<file path="config.mk">
export PLATFORM = sky130hd
export DESIGN_NAME = srt_divider
export DESIGN_NICKNAME = d
export VERILOG_FILES = /design/src/source/srt_div_pkg.sv /design/src/source/leading_zero_counter.sv /design/src/source/operand_prep.sv /design/src/source/srt_iteration.sv /design/src/source/result_fixup.sv /design/src/source/srt_divider.sv
export SDC_FILE = /design/constraint.sdc
export NUM_CORES = 1
export LEC_CHECK = 0
export ABC_AREA = 0
export BUFFER_PORTS_ARGS = -buffer_cell sky130_fd_sc_hd__clkbuf_2
export CAP_MARGIN = 25
export CORE_MARGIN = 1.5
export CORE_UTILIZATION = 35
export DETAILED_ROUTE_END_ITERATION = 8
export GPL_ROUTABILITY_DRIVEN = 0
export GPL_TIMING_DRIVEN = 0
export PLACE_DENSITY = 0.6
export SLEW_MARGIN = 20
export SYNTH_ARGS = -nofsm -noshare
export SYNTH_HDL_FRONTEND = slang
export SYNTH_SLANG_ARGS = --single-unit
</file>
<file path="constraint.sdc">
create_clock -name clk -period 7.7 [get_ports clk]
set_input_delay 0 -clock clk [delete_from_list [all_inputs] [get_ports clk]]
set_output_delay 0 -clock clk [all_outputs]
set_load 0.05 [all_outputs]
</file>
<file path="src/source/srt_div_pkg.sv">
// srt divider package with widths, word types, the state enum and the stage records
`default_nettype none

package srt_div_pkg;

    localparam int WORD_W  = 32;
    localparam int SHIFT_W = 6;

    typedef logic [WORD_W-1:0]  word_t;
    // one sign bit above a word
    typedef logic [WORD_W:0]    ext_word_t;
    typedef logic [SHIFT_W-1:0] shift_t;

    typedef enum logic [1:0] {
        IDLE,
        NORMALIZE,
        ITERATE,
        FINISH
    } div_state_e;

    typedef struct packed {
        word_t  dividend_mag;
        word_t  divisor_mag;
        shift_t dividend_lz;
        shift_t divisor_lz;
        logic   quot_neg;
        logic   rem_neg;
        logic   divisor_zero;
    } operand_t;

    typedef struct packed {
        ext_word_t part_rem;
        word_t     pos_digits;
        word_t     neg_digits;
        shift_t    restore_shift;
    } iter_result_t;

endpackage

`default_nettype wire

</file>
<file path="src/source/leading_zero_counter.sv">
// leading zero counter, binary search over halving groups, full width for a zero word
`timescale 1ns/100ps
`default_nettype none

module leading_zero_counter
    import srt_div_pkg::*;
(
    input  word_t  data,
    output shift_t zero_count
);

    always_comb begin : search
        word_t  v;
        shift_t n;
        v = data;
        n = '0;
        // each step drops the upper half when it is empty
        if (v[WORD_W-1 -: 16] == '0) begin
            n[4] = 1'b1;
            v = v << 16;
        end
        if (v[WORD_W-1 -: 8] == '0) begin
            n[3] = 1'b1;
            v = v << 8;
        end
        if (v[WORD_W-1 -: 4] == '0) begin
            n[2] = 1'b1;
            v = v << 4;
        end
        if (v[WORD_W-1 -: 2] == '0) begin
            n[1] = 1'b1;
            v = v << 2;
        end
        if (!v[WORD_W-1]) begin
            n[0] = 1'b1;
            v = v << 1;
        end
        // still zero at the top means the whole word was zero
        zero_count = n + shift_t'(!v[WORD_W-1]);
    end

endmodule

`default_nettype wire

</file>
<file path="src/source/operand_prep.sv">
// operand capture, takes magnitudes and signs and counts leading zeros of both
`timescale 1ns/100ps
`default_nettype none

module operand_prep
    import srt_div_pkg::*;
(
    input  logic     clk,
    input  logic     reset,
    input  logic     load,
    input  logic     div_signed,
    input  word_t    x,
    input  word_t    y,
    output operand_t operands
);

    logic   x_neg;
    logic   y_neg;
    word_t  x_mag;
    word_t  y_mag;
    shift_t x_lz;
    shift_t y_lz;

    // sign bits only count in signed mode
    assign x_neg = div_signed & x[WORD_W-1];
    assign y_neg = div_signed & y[WORD_W-1];

    // -2^31 keeps its pattern and reads as 2^31 unsigned
    assign x_mag = x_neg ? -x : x;
    assign y_mag = y_neg ? -y : y;

    leading_zero_counter dividend_lzc (
        .data       (x_mag),
        .zero_count (x_lz)
    );

    leading_zero_counter divisor_lzc (
        .data       (y_mag),
        .zero_count (y_lz)
    );

    always_ff @(posedge clk) begin
        if (reset) begin
            operands <= '0;
        end else if (load) begin
            operands.dividend_mag <= x_mag;
            operands.divisor_mag  <= y_mag;
            operands.dividend_lz  <= x_lz;
            operands.divisor_lz   <= y_lz;
            operands.quot_neg     <= x_neg ^ y_neg;
            operands.rem_neg      <= x_neg;
            operands.divisor_zero <= (y_lz == SHIFT_W'(WORD_W));
        end
    end

endmodule

`default_nettype wire

</file>
<file path="src/source/srt_iteration.sv">
// srt iteration control, normalizes the operands and runs the radix-2 recurrence
`timescale 1ns/100ps
`default_nettype none

module srt_iteration
    import srt_div_pkg::*;
(
    input  logic         clk,
    input  logic         reset,
    input  logic         div,
    input  operand_t     operands,
    output logic         load,
    output logic         finish,
    output logic         div_zero,
    output iter_result_t result
);

    div_state_e   state;
    shift_t       rounds_left;
    word_t        divisor_norm;
    iter_result_t acc;

    ext_word_t    div_ext;
    ext_word_t    step_rem;
    logic         take_pos;
    logic         take_neg;
    logic         short_path;
    logic         last_round;

    // dividend shorter than divisor, quotient is zero
    assign short_path = operands.dividend_lz > operands.divisor_lz;
    assign last_round = (rounds_left == '0);
    assign div_ext    = {1'b0, divisor_norm};

    assign load     = (state == IDLE) && div;
    assign finish   = (state == FINISH) && div && !operands.divisor_zero;
    assign div_zero = (state == FINISH) && div && operands.divisor_zero;
    assign result   = acc;

    // digit selection on the top two bits of the partial remainder
    always_comb begin
        step_rem = acc.part_rem;
        take_pos = 1'b0;
        take_neg = 1'b0;
        case (acc.part_rem[WORD_W -: 2])
            2'b01: begin
                step_rem = acc.part_rem - div_ext;
                take_pos = 1'b1;
            end
            2'b10: begin
                step_rem = acc.part_rem + div_ext;
                take_neg = 1'b1;
            end
            default: begin
                step_rem = acc.part_rem;
            end
        endcase
    end

    always_ff @(posedge clk) begin
        if (reset) begin
            state       <= IDLE;
            rounds_left <= '0;
        end else if (!div) begin
            // dropped request abandons the division
            state <= IDLE;
        end else begin
            case (state)
                IDLE: begin
                    state <= NORMALIZE;
                end
                NORMALIZE: begin
                    rounds_left <= operands.divisor_lz - operands.dividend_lz;
                    if (operands.divisor_zero || short_path) begin
                        state <= FINISH;
                    end else begin
                        state <= ITERATE;
                    end
                end
                ITERATE: begin
                    if (last_round) begin
                        state <= FINISH;
                    end else begin
                        rounds_left <= rounds_left - 1'b1;
                    end
                end
                FINISH: begin
                    state <= IDLE;
                end
                default: begin
                    state <= IDLE;
                end
            endcase
        end
    end

    always_ff @(posedge clk) begin
        case (state)
            NORMALIZE: begin
                divisor_norm      <= operands.divisor_mag << operands.divisor_lz;
                acc.pos_digits    <= '0;
                acc.neg_digits    <= '0;
                acc.restore_shift <= operands.divisor_lz;
                if (short_path) begin
                    // aligned to the divisor so the restore shift gives it back
                    acc.part_rem <= {1'b0, operands.dividend_mag << operands.divisor_lz};
                end else begin
                    acc.part_rem <= {1'b0, operands.dividend_mag << operands.dividend_lz};
                end
            end
            ITERATE: begin
                acc.pos_digits <= {acc.pos_digits[WORD_W-2:0], take_pos};
                acc.neg_digits <= {acc.neg_digits[WORD_W-2:0], take_neg};
                // no shift after the last digit
                if (last_round) begin
                    acc.part_rem <= step_rem;
                end else begin
                    acc.part_rem <= step_rem << 1;
                end
            end
            default: begin
                acc <= acc;
            end
        endcase
    end

endmodule

`default_nettype wire

</file>
<file path="src/source/result_fixup.sv">
// result fixup, turns the digit words into a quotient and restores and signs the remainder
`timescale 1ns/100ps
`default_nettype none

module result_fixup
    import srt_div_pkg::*;
(
    input  logic         clk,
    input  logic         reset,
    input  logic         finish,
    input  logic         div_zero,
    input  operand_t     operands,
    input  iter_result_t result,
    output word_t        q,
    output word_t        rem,
    output logic         complete,
    output logic         div0_err
);

    word_t     quot_mag;
    word_t     rem_mag;
    ext_word_t rem_fix;
    ext_word_t rem_shifted;
    ext_word_t div_ext;

    // divisor at the scale of the final partial remainder
    assign div_ext = {1'b0, operands.divisor_mag << result.restore_shift};

    always_comb begin
        quot_mag = result.pos_digits - result.neg_digits;
        rem_fix  = result.part_rem;
        // negative remainder means the last digit overshot
        if (result.part_rem[WORD_W]) begin
            rem_fix  = result.part_rem + div_ext;
            quot_mag = quot_mag - 1'b1;
        end
        rem_shifted = rem_fix >> result.restore_shift;
        rem_mag     = rem_shifted[WORD_W-1:0];
    end

    always_ff @(posedge clk) begin
        if (reset) begin
            q        <= '0;
            rem      <= '0;
            complete <= 1'b0;
            div0_err <= 1'b0;
        end else begin
            complete <= finish | div_zero;
            if (finish) begin
                q        <= operands.quot_neg ? -quot_mag : quot_mag;
                rem      <= operands.rem_neg ? -rem_mag : rem_mag;
                div0_err <= 1'b0;
            end else if (div_zero) begin
                // q and rem keep the last good result
                div0_err <= 1'b1;
            end
        end
    end

endmodule

`default_nettype wire

</file>
<file path="src/source/srt_divider.sv">
// srt divider top, operand capture, iteration and result fixup in a chain
`timescale 1ns/100ps
`default_nettype none

module srt_divider
    import srt_div_pkg::*;
(
    input  logic  clk,
    input  logic  reset,
    input  logic  div,
    input  logic  div_signed,
    input  word_t x,
    input  word_t y,
    output word_t q,
    output word_t rem,
    output logic  complete,
    output logic  div0_err
);

    operand_t     operands;
    iter_result_t iter_result;
    logic         load;
    logic         finish;
    logic         div_zero;

    operand_prep u_operand_prep (
        .clk        (clk),
        .reset      (reset),
        .load       (load),
        .div_signed (div_signed),
        .x          (x),
        .y          (y),
        .operands   (operands)
    );

    srt_iteration u_srt_iteration (
        .clk      (clk),
        .reset    (reset),
        .div      (div),
        .operands (operands),
        .load     (load),
        .finish   (finish),
        .div_zero (div_zero),
        .result   (iter_result)
    );

    result_fixup u_result_fixup (
        .clk      (clk),
        .reset    (reset),
        .finish   (finish),
        .div_zero (div_zero),
        .operands (operands),
        .result   (iter_result),
        .q        (q),
        .rem      (rem),
        .complete (complete),
        .div0_err (div0_err)
    );

endmodule

`default_nettype wire

</file>
# ---- Word level (Yosys, flattened, before mapping)
# Index checks and enable logic that the tools add are counted.
# W data, S select, Z words.
dict set report totals {
  register_bits 288
  inputBits 68
  out_inout_bits 66
  word_cells 112
}
dict set report classes {
  n_addsub 13
  n_lt_le_gt_ge 1
  eq_ne 9
  n_shift 5
  mux 37
  n_bitwise 5
  reduce_logical 23
}
# op n
set ops {}
lappend ops {{$mux W32} 16}
lappend ops {{$pmux W97 S2} 1}
lappend ops {{$neg A32 Y32} 4}
lappend ops {{$shl A32 B6 Y32} 4}
lappend ops {{$add A33 B32 Y33} 2}
lappend ops {{$mux W33} 2}
lappend ops {{$pmux W33 S2} 1}
lappend ops {{$shr A33 B6 Y32} 1}
lappend ops {{$sub A33 B32 Y33} 1}
lappend ops {{$logic_not A16 Y1} 2}
lappend ops {{$sub A32 B1 Y32 const B} 1}
lappend ops {{$sub A32 B32 Y32} 1}
lappend ops {{$logic_not A8 Y1} 2}
lappend ops {{$mux W1} 13}
lappend ops {{$add A5 B1 Y6} 2}
lappend ops {{$pmux W6 S2} 1}
lappend ops {{$logic_not A4 Y1} 2}
lappend ops {{$pmux W2 S4} 1}
lappend ops {{$eq A2 B2 Y1 const B} 3}
lappend ops {{$eq A6 B6 Y1 const B} 1}
lappend ops {{$gt A6 B6 Y1} 1}
lappend ops {{$logic_not A2 Y1} 3}
lappend ops {{$logic_not A6 Y1} 1}
lappend ops {{$mux W6} 1}
lappend ops {{18 further kinds} 26}

# ---- Longest topological paths before layout
dict set report logic_depth {
  ltp_word 14
  ltp_mapped 34
}

# ---- Modules after synthesis
# A second synthesis with hierarchy kept.
dict set report unflattened {
  cells_unflattened 4350
  area_unflattened_um2 33010.4
}
# module n_inst cells_per_inst area_each_um2 seq_area_each_um2
set modules_own_cells {}
lappend modules_own_cells {result_fixup 1 2154 14462.6 1321.3}
lappend modules_own_cells {srt_iteration 1 1397 12467.0 4214.0}
lappend modules_own_cells {operand_prep 1 669 5175.0 1581.5}
lappend modules_own_cells {leading_zero_counter 2 65 452.9 0.0}

# ---- Least setup slack after synthesis
# No wires, ideal clock.
dict set report synth_path {
  path_kind {reg2reg}
  startpoint {register u_srt_iteration.acc (netlist bit u_srt_iteration.result[0])}
  endpoint {register u_result_fixup.rem[31]}
  setup_ns 0.063
  arrival_time_ns 7.858
  required_ns 7.637
  slack_ns -0.221
  path_stages_with_launch 29
  path_buffers 7
  synth_period_minus_slack_ns 7.921
  cell_sequence {edfxtp_1 -> buf_2 -> buf_2 -> buf_1 -> clkbuf_1 -> buf_1 -> clkbuf_1 -> mux4_2 -> mux2i_1 -> nand2_1 -> o21ai_0 -> o21ai_0 -> and2_1 -> ha_1 -> clkbuf_1 -> and2_1 -> and2_1 -> nand3_1 -> a211oi_1 -> nor2_1 -> o311ai_1 -> nor2_1 -> mux4_2 -> a222oi_1 -> o2111a_1 -> nand4_1 -> or3_1 -> or4_1 -> nand3_1}
}
dict set report synth_via {
  elab_chain_len 6
}
# element line
set synth_lines {}
lappend synth_lines {{start, declared} srt_iteration.sv:21} ;# iter_result_t acc;
lappend synth_lines {{$shl A32 B6 Y32} result_fixup.sv:27} ;# assign div_ext = {1'b0, operands.divisor_mag << result.restore_shift};
lappend synth_lines {{$add A33 B32 Y33} result_fixup.sv:34} ;# rem_fix = result.part_rem + div_ext;
lappend synth_lines {{$mux W33} result_fixup.sv:33} ;# if (result.part_rem[WORD_W]) begin
lappend synth_lines {{$shr A33 B6 Y32 *} result_fixup.sv:37} ;# rem_shifted = rem_fix >> result.restore_shift;
lappend synth_lines {{$neg A32 Y32} result_fixup.sv:51} ;# rem <= operands.rem_neg ? -rem_mag : rem_mag;
lappend synth_lines {{$mux W32 *} result_fixup.sv:51}
lappend synth_lines {{end signal, assigned} result_fixup.sv:51}
lappend synth_lines {{end, declared} result_fixup.sv:15} ;# output word_t rem,
# Every way passes the cells marked *; elsewhere a longest branch is shown, timed or not.
# A chain may end at the register's enable or synchronous reset.

# ---- Worst setup path in the final report
dict set report layout_path {
  startpoint {register u_srt_iteration.acc (netlist bit u_srt_iteration.result[0])}
  endpoint {register u_result_fixup.rem[9]}
}
# The elaborated chain is that of the path after synthesis.

==> results.yml <==
pwr:
  power.sequential.fraction_pct: 27.5
  combPwrFrac_pct: 47.7
  total_switching_power_w: 0.00303
  power.internal_w: 0.00401
  power_per_cell_area_nw_per_um2: 201
  power_frac_clock_pct: 24.8
  switching_share_pct: 43.0
  vdd_drop_max_mv: 0.122
  static-leakage-power_nw: 13.3
sta:
  timing.final.crit_share_pct: 98.0
  worst_path_setup_slack_after_routing_ns: 0.153
  final-setup-viol-count: 0
  tightest_slew_ns: 1.02
  rsz_0062_raised_after_global_routing: "no"
  timing.final.crit_period_ns: 7.55
  finalHoldWorstSlack_ns: 0.0458
  maxSlewViolCount: 0
  maxSlewHeadroom_pct: 31.8
  hold_viol_final: 0
  max_freq_ghz: 0.133
  finClkSkew_ns: 0.0460
clock_tree:
  tritoncts: "built"
  clk_tree_root_cell: "clkbuf_16"
  cts_sinks: 288
  path_clk_slew_ns: 0.09
  cts_buffer_depth: 3
  numCtsBuffers: 35
  htree_num_levels: 2
  clock_insertion_delay_worst_skew_ns: 0.58
global_route:
  use_met2_pct: 40.9
  grt_overflow: 0
  grt_most_used_layer: "met2"
  grt_pass1_vias: 30100
  grt_first_pass_wirelength_um: 179000
  largest_net_degree_at_the_start_of_global_routing: 45
  grtUsageTotal_pct: 26.2
  met3_usage_pct: 4.66
  grt.met1_usage_pct: 34.8
  number_of_antenna_violations_at_the_first_check_in_global_routing: 4
worst_setup_path:
  data_arrival_at_the_endpoint_of_the_critical_path_ns: 8.00
  cp_max_fo: 10
  critPathMaxStageDelay_ns: 0.60
  cp.required_ns: 8.15
  r2r_setup_slack_ns: 0.15
  path_common_cell: "buf_6"
  critPathSlowestCell: "or4_1"
  critical_path_class: "reg2reg"
  endpoint_kind: "flop"
  worstSetupStartpointType: "flop"
route:
  detailroute.via_count: 32400
  drt_first_pass_iters: 7
  routed_wire_length_per_instance_um: 22.5
  drcViolationCount: 0
  route.antenna.remaining_nets: 0
  via_per_inst: 6.15
  drtIter0Drc: 4057
  final_wirelength_um: 119000
synthesis:
  synth_area_per_cell_um2: 7.83
  post_synth_edffs: 135
  synth.top_cell.area_share_pct: 13.5
  yosysSeqAreaShare_pct: 23.7
  synth_cell_type_count: 100
  synth.area.top_cells: "edfxtp_1, dfxtp_1, mux2i_1"
  ys_dominant_reg_cell: "dfxtp_1"
  syn-instance-count: 3837
  synth_top_area_cell: "edfxtp_1"
  ys_async_sr_fraction_pct: 0
  mappedNetlistArea_um2: 30100
  mappedNetlistNets: 4026
  yosysWarnings: 0
  ys_seq_elements: 288
die:
  overall_die_area_um2: 87600
  placement_rows: 107
  initial_utilization_pct: 35.3
  die_width_um: 296
  floorplan.io_pins: 134
  die_h_um: 296
  design.core.area_um2: 85100
hold_path:
  timing.hold.worst.class: "in2reg"
cells_and_area:
  fillers: 8750
  mostFrequentLayoutCells: "nor2_1, nand2_1, a21oi_1, o21ai_0, clkbuf_1"
  final_layout_size_suffix_gt1_share_pct: 12.1
  num-nets-final: 4281
  final-seq-area_um2: 7120
  final_core_util_pct: 41.1
  post-route-cell-area_um2: 35000
  multiInputGateArea_um2: 22200
  syn2layout_area_growth_pct: 16.5
  final_common_cell: "nor2_1"
place:
  detailed_place_hpwl_um: 93700
  placed_cell_area_um2: 32200
  detailedPlace.worstSlack_ns: -2.79
  placement.io_buffers: 131
job:
  max_cap_violations: 0
run_status:
  result_of_the_run: "completed"
==> worst paths after layout <==
kind / start / end / cells past startpoint
max: u_srt_iteration.result[0] / u_result_fixup.rem[9] / 31
min: x[27] / u_operand_prep.operands[74] / 4
max reg2reg: u_srt_iteration.result[0] / u_result_fixup.rem[9] / 31
min reg2reg: u_result_fixup.q[15] / u_result_fixup.q[15] / 2
==> Yosys cell counts (16+ instances only) <==
master     number
o21ai_1        17
nor4_1         33
and3_1         31
mux2_2         29
xnor2_1       129
nand3_1       111
o41ai_1        22
or2_2          18
or4_1          23
xor2_1        106
or3_1          51
nand4_1        30
o22ai_1        27
ha_1          117
o211ai_1       35
nor3_1        113
a31oi_1        35
mux2i_1       167
a211oi_1      174
a211o_1        22
inv_1         118
nor2b_1        33
nand2b_1       30
nand2_1       382
o2111ai_1      16
o221ai_1       16
and2_1        112
a21oi_1       244
nor2_1        425
edfxtp_1      135
a21o_1         51
dfxtp_1       153
clkbuf_1      207
o21a_1         29
o31ai_1        37
mux4_2         59
o21ai_0       188
buf_1          32
==> sequential cells by signal, indices dropped and copies added (netlist names) <==
signal / count
u_operand_prep.operands: 79
u_result_fixup.complete: 1
u_result_fixup.div0_err: 1
u_result_fixup.q: 32
u_result_fixup.rem: 32
u_srt_iteration.divisor_norm: 32
u_srt_iteration.result: 103
u_srt_iteration.rounds_left: 6
u_srt_iteration.state: 2
==> repair_timing <==
item                                   4_1_cts  5_1_grt
gates cloned                                 0        1
resized for setup                          107       92
pin swaps                                   10        9
endpoints found under the hold margin       67        0
setup endpoints to repair                   32       30
buffers inserted                            16        9
hold buffers                                65        0
==> through the flow <==
step	setup TNS, ns	total power, W	cells
6_report	0	0.00704	5265
5_1_grt	0	0.00735	5264
4_1_cts	0	0.00688	5256
3_5_place_dp	-77.04	0.00503	5116
3_3_place_gp	-78.61	0.00502	5112
2_1_floorplan	0	0.00412	3837
==> layer usage <==
| layer | share of wire (%) | vias up | wire length, µm |
|---|---|---|---|
| met5 | 0 | - | 0 |
| met4 | 5.5 | 0 | 6530 |
| met3 | 9.7 | 388 | 11500 |
| met2 | 44 | 1757 | 51800 |
| met1 | 41 | 15400 | 48800 |
| li1 | - | 14900 | - |
==> power by group through the flow <==
| stage | clock, W | combinational, W | sequential [W] |
|---|---|---|---|
| global route | 0.00182 | 0.00360 | 0.00194 |
| finish | 0.00174 | 0.00336 | 0.00193 |
| detailed placement | 0 | 0.00308 | 0.00195 |
| CTS | 0.00176 | 0.00320 | 0.00192 |
| global placement | 0 | 0.00306 | 0.00195 |
| floorplan | 0 | 0.00225 | 0.00187 |
==> cell families (layout without fill, tap and decap cells) <==
family                   Yosys count  in the layout  share of synthesized area (%)
other                              0              2                              0
multiplexers                     255            255                           11.1
adder cells (fa/ha/maj)          121            121                           5.14
AO/OA/AOI/OAI                   1107           1107                           25.2
XOR/XNOR                         235            235                           6.85
AND/OR/NAND/NOR                 1454           1454                           23.3
flip-flops                       288            288                           23.7
buffers and inverters            377            659                           4.77
==> area by class of cell <==
class / count / share of cell area [%]
clock buffers: 47 / 2.88
inverters: 123 / 1.32
well taps: 1144 / 4.09
diodes: 2 / 0.0143
repair buffers: 226 / 4.56
plain buffers: 246 / 3.00
flip-flops and latches: 288 / 20.3
multi-input cells: 3172 / 63.3
clock inverters: 17 / 0.518
==> critical path: cells and delay by family, from the launching register on <==
family | cells | cell delay [ns]
flops | 1 | 0.47
simple gates | 8 | 1.77
fa+ha+maj | 1 | 0.40
mux | 1 | 0.31
compound gates | 11 | 2.48
buf+inv | 9 | 1.70
xor+xnor | 1 | 0.30
(Power assumes the default switching activity.)
